===== src/hw/rv_back_consts.svh =====
////////////////////
// Shared widths and reset values for the RV32I back end
// Only RV32 is supported and XLEN must stay 32
// Register count includes x0, which is hardwired to zero
////////////////////

`ifndef RV_BACK_CONSTS_SVH
`define RV_BACK_CONSTS_SVH

// Data path width
`define RV_XLEN 32

// Instruction word width
`define RV_ILEN 32

// Program counter after reset
`define RV_PC_INIT 'h200

// Integer registers x0..x31
`define RV_NREGS 32

`endif


===== src/hw/rv_isa_pkg.sv =====
////////////////////
// RV32I encodings used by the memory and write-back stages
// Only the major opcodes and load/store codes are listed
////////////////////

`include "rv_back_consts.svh"

package rv_isa_pkg;

  ////////////////////
  // Major opcodes
  ////////////////////

  // Instruction bits [6:2]
  typedef enum logic [4:0] {
    OPC_LOAD     = 5'b00000,
    OPC_MISC_MEM = 5'b00011,
    OPC_OP_IMM   = 5'b00100,
    OPC_AUIPC    = 5'b00101,
    OPC_STORE    = 5'b01000,
    OPC_OP       = 5'b01100,
    OPC_LUI      = 5'b01101,
    OPC_BRANCH   = 5'b11000,
    OPC_JALR     = 5'b11001,
    OPC_JAL      = 5'b11011,
    OPC_SYSTEM   = 5'b11100
  } opcode_t;

  ////////////////////
  // Load/store funct3
  ////////////////////

  // Load codes, bit 2 selects zero extension
  typedef enum logic [2:0] {
    LB  = 3'b000,
    LH  = 3'b001,
    LW  = 3'b010,
    LBU = 3'b100,
    LHU = 3'b101
  } ls_funct3_t;

  // Store codes share the load encodings
  localparam ls_funct3_t SB = LB;
  localparam ls_funct3_t SH = LH;
  localparam ls_funct3_t SW = LW;

  // Access size from funct3[1:0]
  typedef enum logic [1:0] {
    SZ_BYTE   = 2'b00,
    SZ_HALF   = 2'b01,
    SZ_WORD   = 2'b10,
    SZ_DOUBLE = 2'b11
  } ls_size_t;

  // addi x0,x0,0
  localparam logic [`RV_ILEN-1:0] instr_nop = 32'h0000_0013;

endpackage


===== src/hw/rv_trap_pkg.sv =====
////////////////////
// Exception causes raised by the back end
// Bit positions follow the privileged spec cause codes
// Causes above 15 do not fit the vector
////////////////////

package rv_trap_pkg;

  ////////////////////
  // Cause indices
  ////////////////////

  // Only the data-memory causes are produced here
  typedef enum logic [3:0] {
    CAUSE_MISALIGNED_LOAD     = 4'd4,
    CAUSE_LOAD_ACCESS_FAULT   = 4'd5,
    CAUSE_MISALIGNED_STORE    = 4'd6,
    CAUSE_STORE_ACCESS_FAULT  = 4'd7
  } cause_e;

  ////////////////////
  // Exception vector
  ////////////////////

  // One bit per cause, indexed by cause_e
  typedef logic [15:0] exc_vec_t;

endpackage


===== src/hw/rv_back_top.sv =====
////////////////////
// RV32I back end, memory stage to register file
// Execute inputs must hold while stall_o is high
// Memory answers each request with one ack or err
////////////////////

`timescale 1ns/1ns

`include "rv_back_consts.svh"

module rv_back_top (
  input  logic                          clk_i,
  input  logic                          rst_ni,
  // Execute side
  input  logic [`RV_XLEN-1:0]           ex_pc_i,
  input  logic [`RV_ILEN-1:0]           ex_instr_i,
  input  logic                          ex_bubble_i,
  input  logic [`RV_XLEN-1:0]           ex_r_i,
  input  logic [`RV_XLEN-1:0]           ex_rs2_i,
  output logic                          stall_o,
  // Data memory
  output logic                          dmem_req_o,
  output logic                          dmem_we_o,
  output logic [`RV_XLEN-1:0]           dmem_adr_o,
  output logic [`RV_XLEN/8-1:0]         dmem_be_o,
  output logic [`RV_XLEN-1:0]           dmem_d_o,
  input  logic                          dmem_ack_i,
  input  logic                          dmem_err_i,
  input  logic [`RV_XLEN-1:0]           dmem_q_i,
  // Register reads
  input  logic [$clog2(`RV_NREGS)-1:0]  rf_raddr_a_i,
  input  logic [$clog2(`RV_NREGS)-1:0]  rf_raddr_b_i,
  output logic [`RV_XLEN-1:0]           rf_rdata_a_o,
  output logic [`RV_XLEN-1:0]           rf_rdata_b_o,
  // Status
  output logic [`RV_XLEN-1:0]           wb_pc_o,
  output rv_trap_pkg::exc_vec_t         wb_exception_o,
  output logic [`RV_XLEN-1:0]           wb_badaddr_o
);

  // Memory stage to write-back
  logic [`RV_XLEN-1:0]          mem_pc;
  logic [`RV_ILEN-1:0]          mem_instr;
  logic                         mem_bubble;
  logic [`RV_XLEN-1:0]          mem_r;
  rv_trap_pkg::exc_vec_t        mem_exception;

  // Write-back to register file
  logic                         wb_we;
  logic [$clog2(`RV_NREGS)-1:0] wb_dst;
  logic [`RV_XLEN-1:0]          wb_r;

  rv_mem_stage u_mem_stage (
    .clk_i           (clk_i),
    .rst_ni          (rst_ni),
    .stall_i         (stall_o),
    .ex_pc_i         (ex_pc_i),
    .ex_instr_i      (ex_instr_i),
    .ex_bubble_i     (ex_bubble_i),
    .ex_r_i          (ex_r_i),
    .ex_rs2_i        (ex_rs2_i),
    .mem_pc_o        (mem_pc),
    .mem_instr_o     (mem_instr),
    .mem_bubble_o    (mem_bubble),
    .mem_r_o         (mem_r),
    .mem_exception_o (mem_exception),
    .dmem_req_o      (dmem_req_o),
    .dmem_we_o       (dmem_we_o),
    .dmem_adr_o      (dmem_adr_o),
    .dmem_be_o       (dmem_be_o),
    .dmem_d_o        (dmem_d_o)
  );

  rv_wb_stage u_wb_stage (
    .clk_i           (clk_i),
    .rst_ni          (rst_ni),
    .mem_pc_i        (mem_pc),
    .mem_instr_i     (mem_instr),
    .mem_bubble_i    (mem_bubble),
    .mem_r_i         (mem_r),
    .mem_exception_i (mem_exception),
    .dmem_ack_i      (dmem_ack_i),
    .dmem_err_i      (dmem_err_i),
    .dmem_q_i        (dmem_q_i),
    .stall_o         (stall_o),
    .wb_pc_o         (wb_pc_o),
    .wb_exception_o  (wb_exception_o),
    .wb_badaddr_o    (wb_badaddr_o),
    .wb_dst_o        (wb_dst),
    .wb_r_o          (wb_r),
    .wb_we_o         (wb_we)
  );

  rv_regfile u_regfile (
    .clk_i     (clk_i),
    .rst_ni    (rst_ni),
    .we_i      (wb_we),
    .waddr_i   (wb_dst),
    .wdata_i   (wb_r),
    .raddr_a_i (rf_raddr_a_i),
    .raddr_b_i (rf_raddr_b_i),
    .rdata_a_o (rf_rdata_a_o),
    .rdata_b_o (rf_rdata_b_o)
  );

endmodule


===== src/hw/rv_load_align.sv =====
////////////////////
// Load data alignment for a 32-bit data bus
// Offset must already be legal for the size
// Unknown funct3 codes pass the raw word
////////////////////

`timescale 1ns/1ns

`include "rv_back_consts.svh"

module rv_load_align (
  input  logic [`RV_XLEN-1:0]    q_i,
  input  logic [1:0]             offset_i,
  input  rv_isa_pkg::ls_funct3_t funct3_i,
  output logic [`RV_XLEN-1:0]    data_o
);

  // Addressed byte moved to lane 0
  logic [`RV_XLEN-1:0] shifted;

  assign shifted = q_i >> {offset_i, 3'b000};

  always_comb
  begin
    case (funct3_i)
      // Signed
      rv_isa_pkg::LB:  data_o = {{(`RV_XLEN-8){shifted[7]}}, shifted[7:0]};
      rv_isa_pkg::LH:  data_o = {{(`RV_XLEN-16){shifted[15]}}, shifted[15:0]};
      rv_isa_pkg::LW:  data_o = shifted;
      // Unsigned
      rv_isa_pkg::LBU: data_o = {{(`RV_XLEN-8){1'b0}}, shifted[7:0]};
      rv_isa_pkg::LHU: data_o = {{(`RV_XLEN-16){1'b0}}, shifted[15:0]};
      default:         data_o = q_i;
    endcase
  end

endmodule


===== src/hw/rv_mem_stage.sv =====
////////////////////
// Memory-access stage of the RV32I back end
// Execute inputs must hold while stall_i is high
// Misaligned accesses raise a cause bit and issue no request
// Request, address and data hold until ack or err
////////////////////

`timescale 1ns/1ns

`include "rv_back_consts.svh"

module rv_mem_stage (
  input  logic                      clk_i,
  input  logic                      rst_ni,
  input  logic                      stall_i,
  input  logic [`RV_XLEN-1:0]       ex_pc_i,
  input  logic [`RV_ILEN-1:0]       ex_instr_i,
  input  logic                      ex_bubble_i,
  input  logic [`RV_XLEN-1:0]       ex_r_i,
  input  logic [`RV_XLEN-1:0]       ex_rs2_i,
  output logic [`RV_XLEN-1:0]       mem_pc_o,
  output logic [`RV_ILEN-1:0]       mem_instr_o,
  output logic                      mem_bubble_o,
  output logic [`RV_XLEN-1:0]       mem_r_o,
  output rv_trap_pkg::exc_vec_t     mem_exception_o,
  output logic                      dmem_req_o,
  output logic                      dmem_we_o,
  output logic [`RV_XLEN-1:0]       dmem_adr_o,
  output logic [`RV_XLEN/8-1:0]     dmem_be_o,
  output logic [`RV_XLEN-1:0]       dmem_d_o
);

  // Store operand alongside mem_r_o
  logic [`RV_XLEN-1:0]  mem_rs2;

  rv_isa_pkg::opcode_t  opcode;
  rv_isa_pkg::ls_size_t size;
  logic [1:0]           offset;
  logic                 is_load;
  logic                 is_store;
  logic                 misaligned;

  ////////////////////
  // Pipeline register
  ////////////////////

  // Control part resets to a bubble
  always_ff @(posedge clk_i or negedge rst_ni)
  begin
    if (!rst_ni)
    begin
      mem_pc_o     <= `RV_PC_INIT;
      mem_instr_o  <= rv_isa_pkg::instr_nop;
      mem_bubble_o <= 1'b1;
    end
    else if (!stall_i)
    begin
      mem_pc_o     <= ex_pc_i;
      mem_instr_o  <= ex_instr_i;
      mem_bubble_o <= ex_bubble_i;
    end
  end

  // Operands
  always_ff @(posedge clk_i)
  begin
    if (!stall_i)
    begin
      mem_r_o <= ex_r_i;
      mem_rs2 <= ex_rs2_i;
    end
  end

  ////////////////////
  // Decode
  ////////////////////

  assign opcode   = rv_isa_pkg::opcode_t'(mem_instr_o[6:2]);
  assign size     = rv_isa_pkg::ls_size_t'(mem_instr_o[13:12]);
  // ALU result is the effective address
  assign offset   = mem_r_o[1:0];
  assign is_load  = !mem_bubble_o && (opcode == rv_isa_pkg::OPC_LOAD);
  assign is_store = !mem_bubble_o && (opcode == rv_isa_pkg::OPC_STORE);

  // Natural alignment per access size
  always_comb
  begin
    case (size)
      rv_isa_pkg::SZ_BYTE: misaligned = 1'b0;
      rv_isa_pkg::SZ_HALF: misaligned = offset[0];
      // Word and the unused RV64 size code
      default:             misaligned = |offset;
    endcase
  end

  always_comb
  begin
    mem_exception_o = '0;
    mem_exception_o[rv_trap_pkg::CAUSE_MISALIGNED_LOAD]  = is_load && misaligned;
    mem_exception_o[rv_trap_pkg::CAUSE_MISALIGNED_STORE] = is_store && misaligned;
  end

  ////////////////////
  // Data-memory request
  ////////////////////

  assign dmem_req_o = (is_load || is_store) && !misaligned;
  assign dmem_we_o  = is_store;
  // Word address with lanes picked by byte enables
  assign dmem_adr_o = {mem_r_o[`RV_XLEN-1:2], 2'b00};

  always_comb
  begin
    case (size)
      rv_isa_pkg::SZ_BYTE:
      begin
        dmem_be_o = 4'b0001 << offset;
        dmem_d_o  = {4{mem_rs2[7:0]}};
      end
      rv_isa_pkg::SZ_HALF:
      begin
        dmem_be_o = 4'b0011 << offset;
        dmem_d_o  = {2{mem_rs2[15:0]}};
      end
      default:
      begin
        dmem_be_o = 4'b1111;
        dmem_d_o  = mem_rs2;
      end
    endcase
  end

  ////////////////////
  // Checks
  ////////////////////

  // A bubble taken from execute never reaches the memory
  a_no_req_on_bubble: assert property (
    @(posedge clk_i) disable iff (!rst_ni)
    (!stall_i && ex_bubble_i) |=> !dmem_req_o
  );

  // Unanswered request keeps its address and strobe
  a_adr_stable: assert property (
    @(posedge clk_i) disable iff (!rst_ni)
    (dmem_req_o && stall_i) |=> (dmem_req_o && $stable(dmem_adr_o))
  );

endmodule


===== src/hw/rv_regfile.sv =====
////////////////////
// Integer register file, x1..x31
// One write port, two combinational read ports
// x0 reads as zero and ignores writes
// No write-to-read bypass
////////////////////

`timescale 1ns/1ns

`include "rv_back_consts.svh"

module rv_regfile (
  input  logic                          clk_i,
  input  logic                          rst_ni,
  input  logic                          we_i,
  input  logic [$clog2(`RV_NREGS)-1:0]  waddr_i,
  input  logic [`RV_XLEN-1:0]           wdata_i,
  input  logic [$clog2(`RV_NREGS)-1:0]  raddr_a_i,
  input  logic [$clog2(`RV_NREGS)-1:0]  raddr_b_i,
  output logic [`RV_XLEN-1:0]           rdata_a_o,
  output logic [`RV_XLEN-1:0]           rdata_b_o
);

  // No storage for x0
  logic [`RV_XLEN-1:0] regs [1:`RV_NREGS-1];

  always_ff @(posedge clk_i or negedge rst_ni)
  begin
    if (!rst_ni)
    begin
      for (int i = 1; i < `RV_NREGS; i++)
        regs[i] <= '0;
    end
    else if (we_i && (waddr_i != '0))
      regs[waddr_i] <= wdata_i;
  end

  // Read port A
  always_comb
  begin
    rdata_a_o = '0;
    if (raddr_a_i != '0)
      rdata_a_o = regs[raddr_a_i];
  end

  // Read port B
  always_comb
  begin
    rdata_b_o = '0;
    if (raddr_b_i != '0)
      rdata_b_o = regs[raddr_b_i];
  end

endmodule


===== src/hw/rv_wb_stage.sv =====
////////////////////
// Write-back stage of the RV32I back end
// Stall is combinational from dmem_ack_i and dmem_err_i
// wb_we_o pulses once per instruction
// Other outputs hold through a stall
////////////////////

`timescale 1ns/1ns

`include "rv_back_consts.svh"

module rv_wb_stage (
  input  logic                              clk_i,
  input  logic                              rst_ni,
  input  logic [`RV_XLEN-1:0]               mem_pc_i,
  input  logic [`RV_ILEN-1:0]               mem_instr_i,
  input  logic                              mem_bubble_i,
  input  logic [`RV_XLEN-1:0]               mem_r_i,
  input  rv_trap_pkg::exc_vec_t             mem_exception_i,
  input  logic                              dmem_ack_i,
  input  logic                              dmem_err_i,
  input  logic [`RV_XLEN-1:0]               dmem_q_i,
  output logic                              stall_o,
  output logic [`RV_XLEN-1:0]               wb_pc_o,
  output rv_trap_pkg::exc_vec_t             wb_exception_o,
  output logic [`RV_XLEN-1:0]               wb_badaddr_o,
  output logic [$clog2(`RV_NREGS)-1:0]      wb_dst_o,
  output logic [`RV_XLEN-1:0]               wb_r_o,
  output logic                              wb_we_o
);

  rv_isa_pkg::opcode_t              opcode;
  rv_isa_pkg::ls_funct3_t           funct3;
  logic [$clog2(`RV_NREGS)-1:0]     dst;
  logic                             is_load;
  logic                             is_store;
  // Request went out for this instruction
  logic                             issued;
  rv_trap_pkg::exc_vec_t            exception;
  logic [`RV_XLEN-1:0]              load_data;
  logic                             we_cond;

  ////////////////////
  // Decode
  ////////////////////

  assign opcode   = rv_isa_pkg::opcode_t'(mem_instr_i[6:2]);
  assign funct3   = rv_isa_pkg::ls_funct3_t'(mem_instr_i[14:12]);
  assign dst      = mem_instr_i[11:7];
  assign is_load  = !mem_bubble_i && (opcode == rv_isa_pkg::OPC_LOAD);
  assign is_store = !mem_bubble_i && (opcode == rv_isa_pkg::OPC_STORE);
  // Misaligned accesses never reach memory
  assign issued   = (is_load || is_store) && !(|mem_exception_i);

  // Wait for the answer
  assign stall_o = issued && !(dmem_ack_i || dmem_err_i);

  ////////////////////
  // Exceptions
  ////////////////////

  // Bus error becomes an access fault
  always_comb
  begin
    exception = mem_exception_i;
    if (issued && dmem_err_i)
    begin
      if (is_load)
        exception[rv_trap_pkg::CAUSE_LOAD_ACCESS_FAULT] = 1'b1;
      else
        exception[rv_trap_pkg::CAUSE_STORE_ACCESS_FAULT] = 1'b1;
    end
  end

  always_ff @(posedge clk_i or negedge rst_ni)
  begin
    if (!rst_ni)
    begin
      wb_pc_o        <= `RV_PC_INIT;
      wb_exception_o <= '0;
    end
    else if (!stall_o)
    begin
      wb_pc_o        <= mem_pc_i;
      wb_exception_o <= exception;
    end
  end

  // Faulting data address, else the pc
  always_ff @(posedge clk_i)
  begin
    if (!stall_o)
      wb_badaddr_o <= (|exception) ? mem_r_i : mem_pc_i;
  end

  ////////////////////
  // Register write
  ////////////////////

  rv_load_align u_load_align (
    .q_i      (dmem_q_i),
    .offset_i (mem_r_i[1:0]),
    .funct3_i (funct3),
    .data_o   (load_data)
  );

  // No write for x0, stores, branches, fences or faults
  always_comb
  begin
    we_cond = !mem_bubble_i && (dst != '0) && !(|exception);
    case (opcode)
      rv_isa_pkg::OPC_STORE,
      rv_isa_pkg::OPC_BRANCH,
      rv_isa_pkg::OPC_MISC_MEM: we_cond = 1'b0;
      default:                  ;
    endcase
  end

  always_ff @(posedge clk_i)
  begin
    if (!stall_o)
    begin
      wb_dst_o <= dst;
      wb_r_o   <= is_load ? load_data : mem_r_i;
    end
  end

  // Low during a stall, so each result is written once
  always_ff @(posedge clk_i or negedge rst_ni)
  begin
    if (!rst_ni)
      wb_we_o <= 1'b0;
    else
      wb_we_o <= we_cond && !stall_o;
  end

  ////////////////////
  // Checks
  ////////////////////

  // Memory answers with one strobe only
  a_ack_err_excl: assert property (
    @(posedge clk_i) disable iff (!rst_ni)
    !(dmem_ack_i && dmem_err_i)
  );

endmodule


===== config.mk =====
export PLATFORM = sky130hd
export DESIGN_NAME = rv_back_top
export DESIGN_NICKNAME = d
export VERILOG_FILES = /design/src/hw/rv_isa_pkg.sv /design/src/hw/rv_trap_pkg.sv /design/src/hw/rv_back_top.sv /design/src/hw/rv_load_align.sv /design/src/hw/rv_mem_stage.sv /design/src/hw/rv_regfile.sv /design/src/hw/rv_wb_stage.sv
export VERILOG_INCLUDE_DIRS = /design/src /design/src/hw
export SDC_FILE = /design/constraint.sdc
export NUM_CORES = 2
export LEC_CHECK = 0
export BUFFER_PORTS_ARGS = -buffer_cell sky130_fd_sc_hd__buf_2
export CAP_MARGIN = 20
export CORE_AREA = 10 10 276 476
export CTS_CLUSTER_DIAMETER = 30
export CTS_CLUSTER_SIZE = 20
export DETAILED_ROUTE_END_ITERATION = 8
export DIE_AREA = 0 0 286 486
export PLACE_DENSITY = 0.7
export SYNTH_ARGS = -nofsm -noshare
export SYNTH_HDL_FRONTEND = slang
export SYNTH_SLANG_ARGS = --single-unit

===== constraint.sdc =====
create_clock -name clk_i -period 2.5 [get_ports clk_i]
set_input_delay 0.125 -clock clk_i [delete_from_list [all_inputs] [get_ports clk_i]]
set_output_delay 0.125 -clock clk_i [all_outputs]
set_load 0.02 [all_outputs]

; Yosys cells after proc, flatten, opt, wreduce, memory -nomap -nowiden
; Cells that the tools add are included.
[totals]
regBits = 1210
input_bits = 175
out_inout_bits = 215
wordCells = 114
[classes]
magnitude_cmp = 4
eq_ne = 8
shift = 3
mux = 22
bitwise = 3
reduce_logical = 32
[op_table]
columns = op, n
row1 = 992-bit bitwise mux, 1
row2 = 32-bit binary-select mux with 5-bit select, 2
row3 = 32-bit 2-to-1 mux, 9
row4 = 32-bit demux with 5-bit select, 1
row5 = 32-bit case mux with 5 select lines, 1
row6 = 32-bit case mux with 2 select lines, 1
row7 = 32-bit by 5-bit right shift with 32-bit output, 1
row8 = 5-bit nonzero test, 4
row9 = "6-bit greater-or-equal comparator, second input constant", 3
row10 = 5-bit inverter with 6-bit output, 3
row11 = 1-bit logical AND, 13
row12 = 4-bit case mux with 2 select lines, 1
row13 = "3-bit == test, second input constant", 2
row14 = 1-bit zero test, 6
row15 = "6-bit by 1-bit < comparator with 1-bit output, second input constant", 1
row16 = "5-bit by 2-bit == test with 1-bit output, second input constant", 1
row17 = "5-bit by 4-bit == test with 1-bit output, second input constant", 1
row18 = "5-bit == test, second input constant", 1
row19 = 5-bit zero test, 1
row20 = 1-bit 2-to-1 mux, 5
row21 = 2-bit OR reduction, 2
row22 = 4-bit OR reduction, 1
row23 = "1-bit by 2-bit << shifter with 4-bit output, first input constant", 1
row24 = "2-bit by 2-bit << shifter with 4-bit output, first input constant", 1
row25 = other kinds (8), 9

; Depth between registers and ports, before layout
[logic_depth]
word_depth = 13
mapped_depth = 8
mapped_depth_nobuf = 5

; Cells and area by module
; From an unflattened synthesis, not the netlist that was laid out.
[unflattened]
cells_unflattened = 4535
hier_area_um2 = 64845.9
[modules_own_cells]
columns = mod, n_inst, cells_per_inst, area_per_inst_um2, seq_area_each_um2
row1 = rv_regfile, 1, 3774, 53611.4, 24823.8
row2 = rv_mem_stage, 1, 321, 5412.7, 3554.7
row3 = rv_wb_stage, 1, 272, 4782.1, 3299.4
row4 = rv_load_align, 1, 168, 1039.7, 0.0

; Worst setup path after synthesis
; No wires, ideal clock.
[synth_timing]
path_type = reg-to-reg
start = register u_mem_stage.mem_instr_o[3]
end = register u_mem_stage.mem_instr_o[10]
setup_time_ps = 125
t_arrival_ps = 2461
required_ps = 2375
path_slack_ps = -86
stages_incl_launch_ff = 7
n_path_buf = 2
synth_period_minus_slack_ps = 2586
cell_sequence = dfrtp_1 > or2_1 > or4_1 > or4_4 > buf_6 > buf_6 > mux2_4
[synth_between]
elab_chain_len = 7
elab_cells_between_ends = 11
classes_between = eq/ne: 1 / reduce/logical: 10
[synth_lines]
columns = item, line
row1 = from (decl), rv_mem_stage.sv:22  ; output logic [`RV_ILEN-1:0] mem_instr_o,
row2 = from (signal assigned), rv_mem_stage.sv:53  ; mem_instr_o <= rv_isa_pkg::instr_nop;
row3 = from (signal assigned), rv_mem_stage.sv:59  ; mem_instr_o <= ex_instr_i;
row4 = 5-bit by 4-bit == test with 1-bit output / 5-bit zero test (equally long branches), --
row5 = "1-bit logical AND, on equally long branches", --
row6 = "1-bit logical AND, on equally long branches", "rv_mem_stage.sv:100, rv_mem_stage.sv:99"
row7 = 2-bit OR reduction, rv_wb_stage.sv:53  ; assign issued = (is_load || is_store) && !(|mem_exception_i);
row8 = 1-bit zero test, rv_wb_stage.sv:53
row9 = 1-bit logical AND (*), rv_wb_stage.sv:53
row10 = 1-bit logical AND (*), rv_wb_stage.sv:56  ; assign stall_o = issued && !(dmem_ack_i || dmem_err_i);
; Every way passes the cells marked *; elsewhere a longest branch is shown, timed or not.
; A chain may end at the register's enable or synchronous reset.

; Worst setup path in the final report
[layout_timing]
start = register u_mem_stage.mem_instr_o[2]
end = output port stall_o
[layout_between]
elab_chain_len = 7
elab_cells_between_ends = 11
classes_between = eq/ne: 1 / reduce/logical: 10
[layout_lines]
columns = item, line
row1 = 5-bit by 4-bit == test with 1-bit output / 5-bit zero test (equally long branches), --
row2 = "1-bit logical AND, on equally long branches", --
row3 = "1-bit logical AND, on equally long branches", "rv_mem_stage.sv:100, rv_mem_stage.sv:99"
row4 = 2-bit OR reduction, rv_wb_stage.sv:53
row5 = 1-bit zero test, rv_wb_stage.sv:53
row6 = 1-bit logical AND (*), rv_wb_stage.sv:53
row7 = 1-bit logical AND (*), rv_wb_stage.sv:56
row8 = to (decl), rv_back_top.sv:20  ; output logic stall_o,
; Marks and branches as above.

==> results by stage <==
Floorplanning:
- Measured along the x axis, the die boundary spans 286 um.
- The floorplan step set the die height to 486 um.
- For this design the top-level I/O count stands at 390.
- The core region area is 123,700 sq um.
- The floorplan step defined a die boundary enclosing 139,000 sq um.
- The initial utilization of the core area, before any placement, comes to 49.49%.
- After floorplanning, the core was divided into 171 placement rows.

GRT:
- The number of global-route vias before repair is 45,240.
- The sum of overflow across all layers after global routing is 0.
- Global routing consumed, over all layers together, 29.63% of the routing resources.
- The global-route wire length before repair is 304.1 mm.
- The pin count of the biggest net entering global routing is 128.
- The number of antenna violations at the first check in global routing is 1.

Clocking:
- Clock-pin slew was measured on the worst setup and hold paths at 0.07 ns.
- The CTS buffer count is 156.
- For the worst-skew pair, the clock arrives at the later sink with an insertion delay of 0.79 ns.
- For this design, the sink count on the clock tree is 1,208.
- The cell at the root of the clock tree is sky130_fd_sc_hd__clkbuf_16.
- The maximum root-to-sink buffer count is 3.
- The CTS tree is done.
- The level count of the clock H-tree is 4.

Logic synthesis:
- The number of standard cells after synthesis is 4,076.
- The synthesized netlist contains 55 unique library cells.
- For this run, asynchronously set or reset flops after synthesis account for 88.99%.
- The cell area after synthesis is 61,210 sq um.
- The dominant synthesized flop cell is sky130_fd_sc_hd__dfrtp_1.
- The register bit total from synthesis is 1,208.
- The number of enable-type register cells in the synthesized netlist is 133.
- The average cell area after synthesis is 15.02 sq um.
- Sequential cells were found to cover 50.48% of the synthesized design area.
- The total number of yosys warnings is 0.

Drt:
- The post-detailed-route via-to-cell ratio is 6.596.
- The initial DRC count is 4,160.
- Once detail routing completed, the nets flagged for antenna violations numbered 0.
- The number of search-and-repair iterations in the first detailed-routing pass is 6.
- The total vias in the final route is 42,310.
- The routed length per instance is 32.53 um.
- The sum of routed wire length over all layers is 208.6 mm.
- The remaining routing DRC violations is 0.

Placed design:
- The HPWL after detailed placement is 130.2 mm.
- Routability-driven placement finished with a final weighted congestion of 0.9204.
- The number of port buffers is 356.
- The number of cells in the design after placement is 5,936.

Timing:
- The minimum clock period after layout is 2.767 ns.
- Clock skew on the completed layout was measured at 0.02842 ns.
- At the pin with the least slew margin, the transition time is 1.084 ns.
- The count of endpoints failing hold in the final timing report is 0.
- Setup repair after global routing could not meet its margin everywhere.
- Setup violations remaining at the end of the flow were counted as 2.
- The max-slew violation count came to 0.
- The worst pin sits at a relative slew slack of 27.75%.
- Static timing analysis puts the maximum clock frequency at 361.4 MHz.
- After layout, the worst setup slack is -0.2672 ns.
- The worst path uses 110.7% of the clock period.
- Hold timing on the final database bottoms out at a slack of 0.06077 ns.

Critical path:
- Traced cell by cell, the critical path runs through or2_1 > or4_4 > or4_4 > inv_4 > buf_12 > buf_8.
- For the worst setup path, the data required time is 2.38 ns.
- The slowest stage of the critical path belongs to the cell sky130_fd_sc_hd__or4_4.
- STA classifies the critical path startpoint as a flip-flop.
- The largest single stage delay on the critical path is 0.52 ns.
- By startpoint and endpoint, the worst setup path is classified as reg -> out.
- The nature of the critical path endpoint is an output port.
- The most numerous cell type found on the critical path is sky130_fd_sc_hd__or4_4.
- In this run the register-to-register setup slack is 0.02 ns.
- The top fanout value on the critical path is 2.
- Data arrives at the worst endpoint at 2.64 ns.

Power:
- The post-route total power is 61.59 mW.
- The worst vdd rail ir drop is 808.4 uV.
- The analysis attributes to cell leakage a power of 32.84 nW.
- In this run the power density over the cells is 820.3 nW/um^2.

Hold path:
- The path class of the tightest hold or removal check is in -> reg.

Run:
- The number of max-cap violations is 0.

Final layout:
- Cells fill 60.71% of the core in the end.
- The number of nets at the end of the flow is 4,815.
- The top cell types in the final layout, fill and taps aside, are 1,162 x sky130_fd_sc_hd__mux2_2, 1,071 x sky130_fd_sc_hd__dfrtp_1, 417 x sky130_fd_sc_hd__mux4_2, 329 x sky130_fd_sc_hd__buf_2, 241 x sky130_fd_sc_hd__buf_4.
- The most frequent standard cell in the layout excluding fill and tap cells is sky130_fd_sc_hd__mux2_2.
- The number of non-filler instances in the completed layout is 6,414.
- The post-route netlist has 56.81% of its cells at a drive strength greater than 1.
- Relative to the synthesized area, the layout overhead comes to 22.66%.
- The number of fillers in the final layout is 9,261.

Status:
- The checks that failed: negative setup slack.
- The run finished, with violations left.
area by class of cell:
type	count	area (sq um)	area share (%)
diodes	1	2.502	0.003333
multi-input cells	2409	29120	38.79
clock buffers	183	4253	5.665
well taps	1643	2056	2.738
flip-flops and latches	1208	30900	41.16
clock inverters	105	1314	1.750
repair buffers	861	7411	9.871
inverters	4	17.52	0.02333
where the power goes:
part           total [mW]  internal, mW  switching, mW
combinational        11.5          6.80           4.74
sequential           26.1          23.4           2.70
clock                24.0          14.4           9.60
what timing repair did:
| action | in CTS | in global routing |
|---|---|---|
| buffers inserted | 18 | 5 |
| setup endpoints to repair | 50 | 131 |
| hold endpoints to repair | 1220 | 0 |
| pin swaps | 27 | 21 |
| gates cloned | 0 | 2 |
| hold buffers | 173 | 0 |
| resized for setup | 115 | 52 |
worst paths after layout:
path                                            start                         end  depth (start not counted)
hold / removal                             ex_r_i[12]     u_mem_stage.mem_r_o[12]                          2
max in group asynchronous                      rst_ni         u_regfile.regs[408]                          3
min in group asynchronous                      rst_ni  u_mem_stage.mem_instr_o[5]                          3
setup / recovery           u_mem_stage.mem_instr_o[2]                     stall_o                          6
hold reg to reg            u_mem_stage.mem_instr_o[8]      u_wb_stage.wb_dst_o[1]                          0
setup reg to reg           u_mem_stage.mem_instr_o[2]    u_mem_stage.mem_pc_o[13]                          6
flip-flops by register name (all words and copies together) (netlist names), 4 cells and up:
signal and flops:
u_regfile.regs 992, u_mem_stage.mem_pc_o 32, u_mem_stage.mem_r_o 32, u_mem_stage.mem_rs2 32, u_wb_stage.wb_badaddr_o 32, u_wb_stage.wb_pc_o 32
u_wb_stage.wb_r_o 32, u_mem_stage.mem_instr_o 13, u_wb_stage.wb_dst_o 5, u_wb_stage.wb_exception_o 4
per-stage QoR:
step                      setup TNS [ns]  setup WS [ns]  instance area, sq um
after floorplan                        0        0.06186                 61270
after global placement                 0        0.06310                 66800
after detailed placement               0        0.04728                 66800
after CTS                         -3.586        -0.3503                 74760
after global routing             -0.9863        -0.3387                 75080
final                            -0.3202        -0.2672                 75080
worst max-delay path: cells and delay by family (launching register included):
| kind | cells | cell delay (ns) |
|---|---|---|
| buffers and inverters | 3 | 0.30 |
| DFF | 1 | 0.37 |
| and+or+nand+nor | 3 | 1.19 |
metal layers:
metal	vias up	routed length, um	global-route usage, %
li1	16940	-	-
met1	22490	74780	34.79
met2	2226	102600	48.90
met3	658	17020	6.941
met4	0	14190	18.19
met5	-	0	0
synth_stat cells, types with 12 or more instances:
master                     count  area (sq um)
sky130_fd_sc_hd__a211oi_1     22         165.2
sky130_fd_sc_hd__a21oi_1      59         295.3
sky130_fd_sc_hd__a221o_1      64         640.6
sky130_fd_sc_hd__a22oi_1      41         307.8
sky130_fd_sc_hd__buf_1        57         214.0
sky130_fd_sc_hd__buf_2        70         350.3
sky130_fd_sc_hd__buf_4        52         390.4
sky130_fd_sc_hd__clkbuf_1    282          1059
sky130_fd_sc_hd__dfrtp_1    1071         26800
sky130_fd_sc_hd__edfxtp_1    133          3994
sky130_fd_sc_hd__mux2_2     1162         13090
sky130_fd_sc_hd__mux2_4       24         360.4
sky130_fd_sc_hd__mux2i_1      80         800.8
sky130_fd_sc_hd__mux4_2      417          9392
sky130_fd_sc_hd__nand2_1      58         217.7
sky130_fd_sc_hd__nand2b_1     12         75.07
sky130_fd_sc_hd__nor2_1       29         108.9
sky130_fd_sc_hd__nor2b_1      28         175.2
sky130_fd_sc_hd__nor4_1       72         450.4
sky130_fd_sc_hd__o211ai_1     12         90.09
sky130_fd_sc_hd__o21ai_0      52         260.3
sky130_fd_sc_hd__o22ai_1     173          1082
logic make-up after synthesis:
group | count (synthesis) | share of synthesized area (%)
buf+inv | 472 | 3.442
compound gates | 460 | 5.153
mux | 1684 | 38.64
other cells | 1 | 0.006127
simple gates | 251 | 2.277
flops | 1208 | 50.48
No activity file was read; power rests on OpenSTA's default activity.
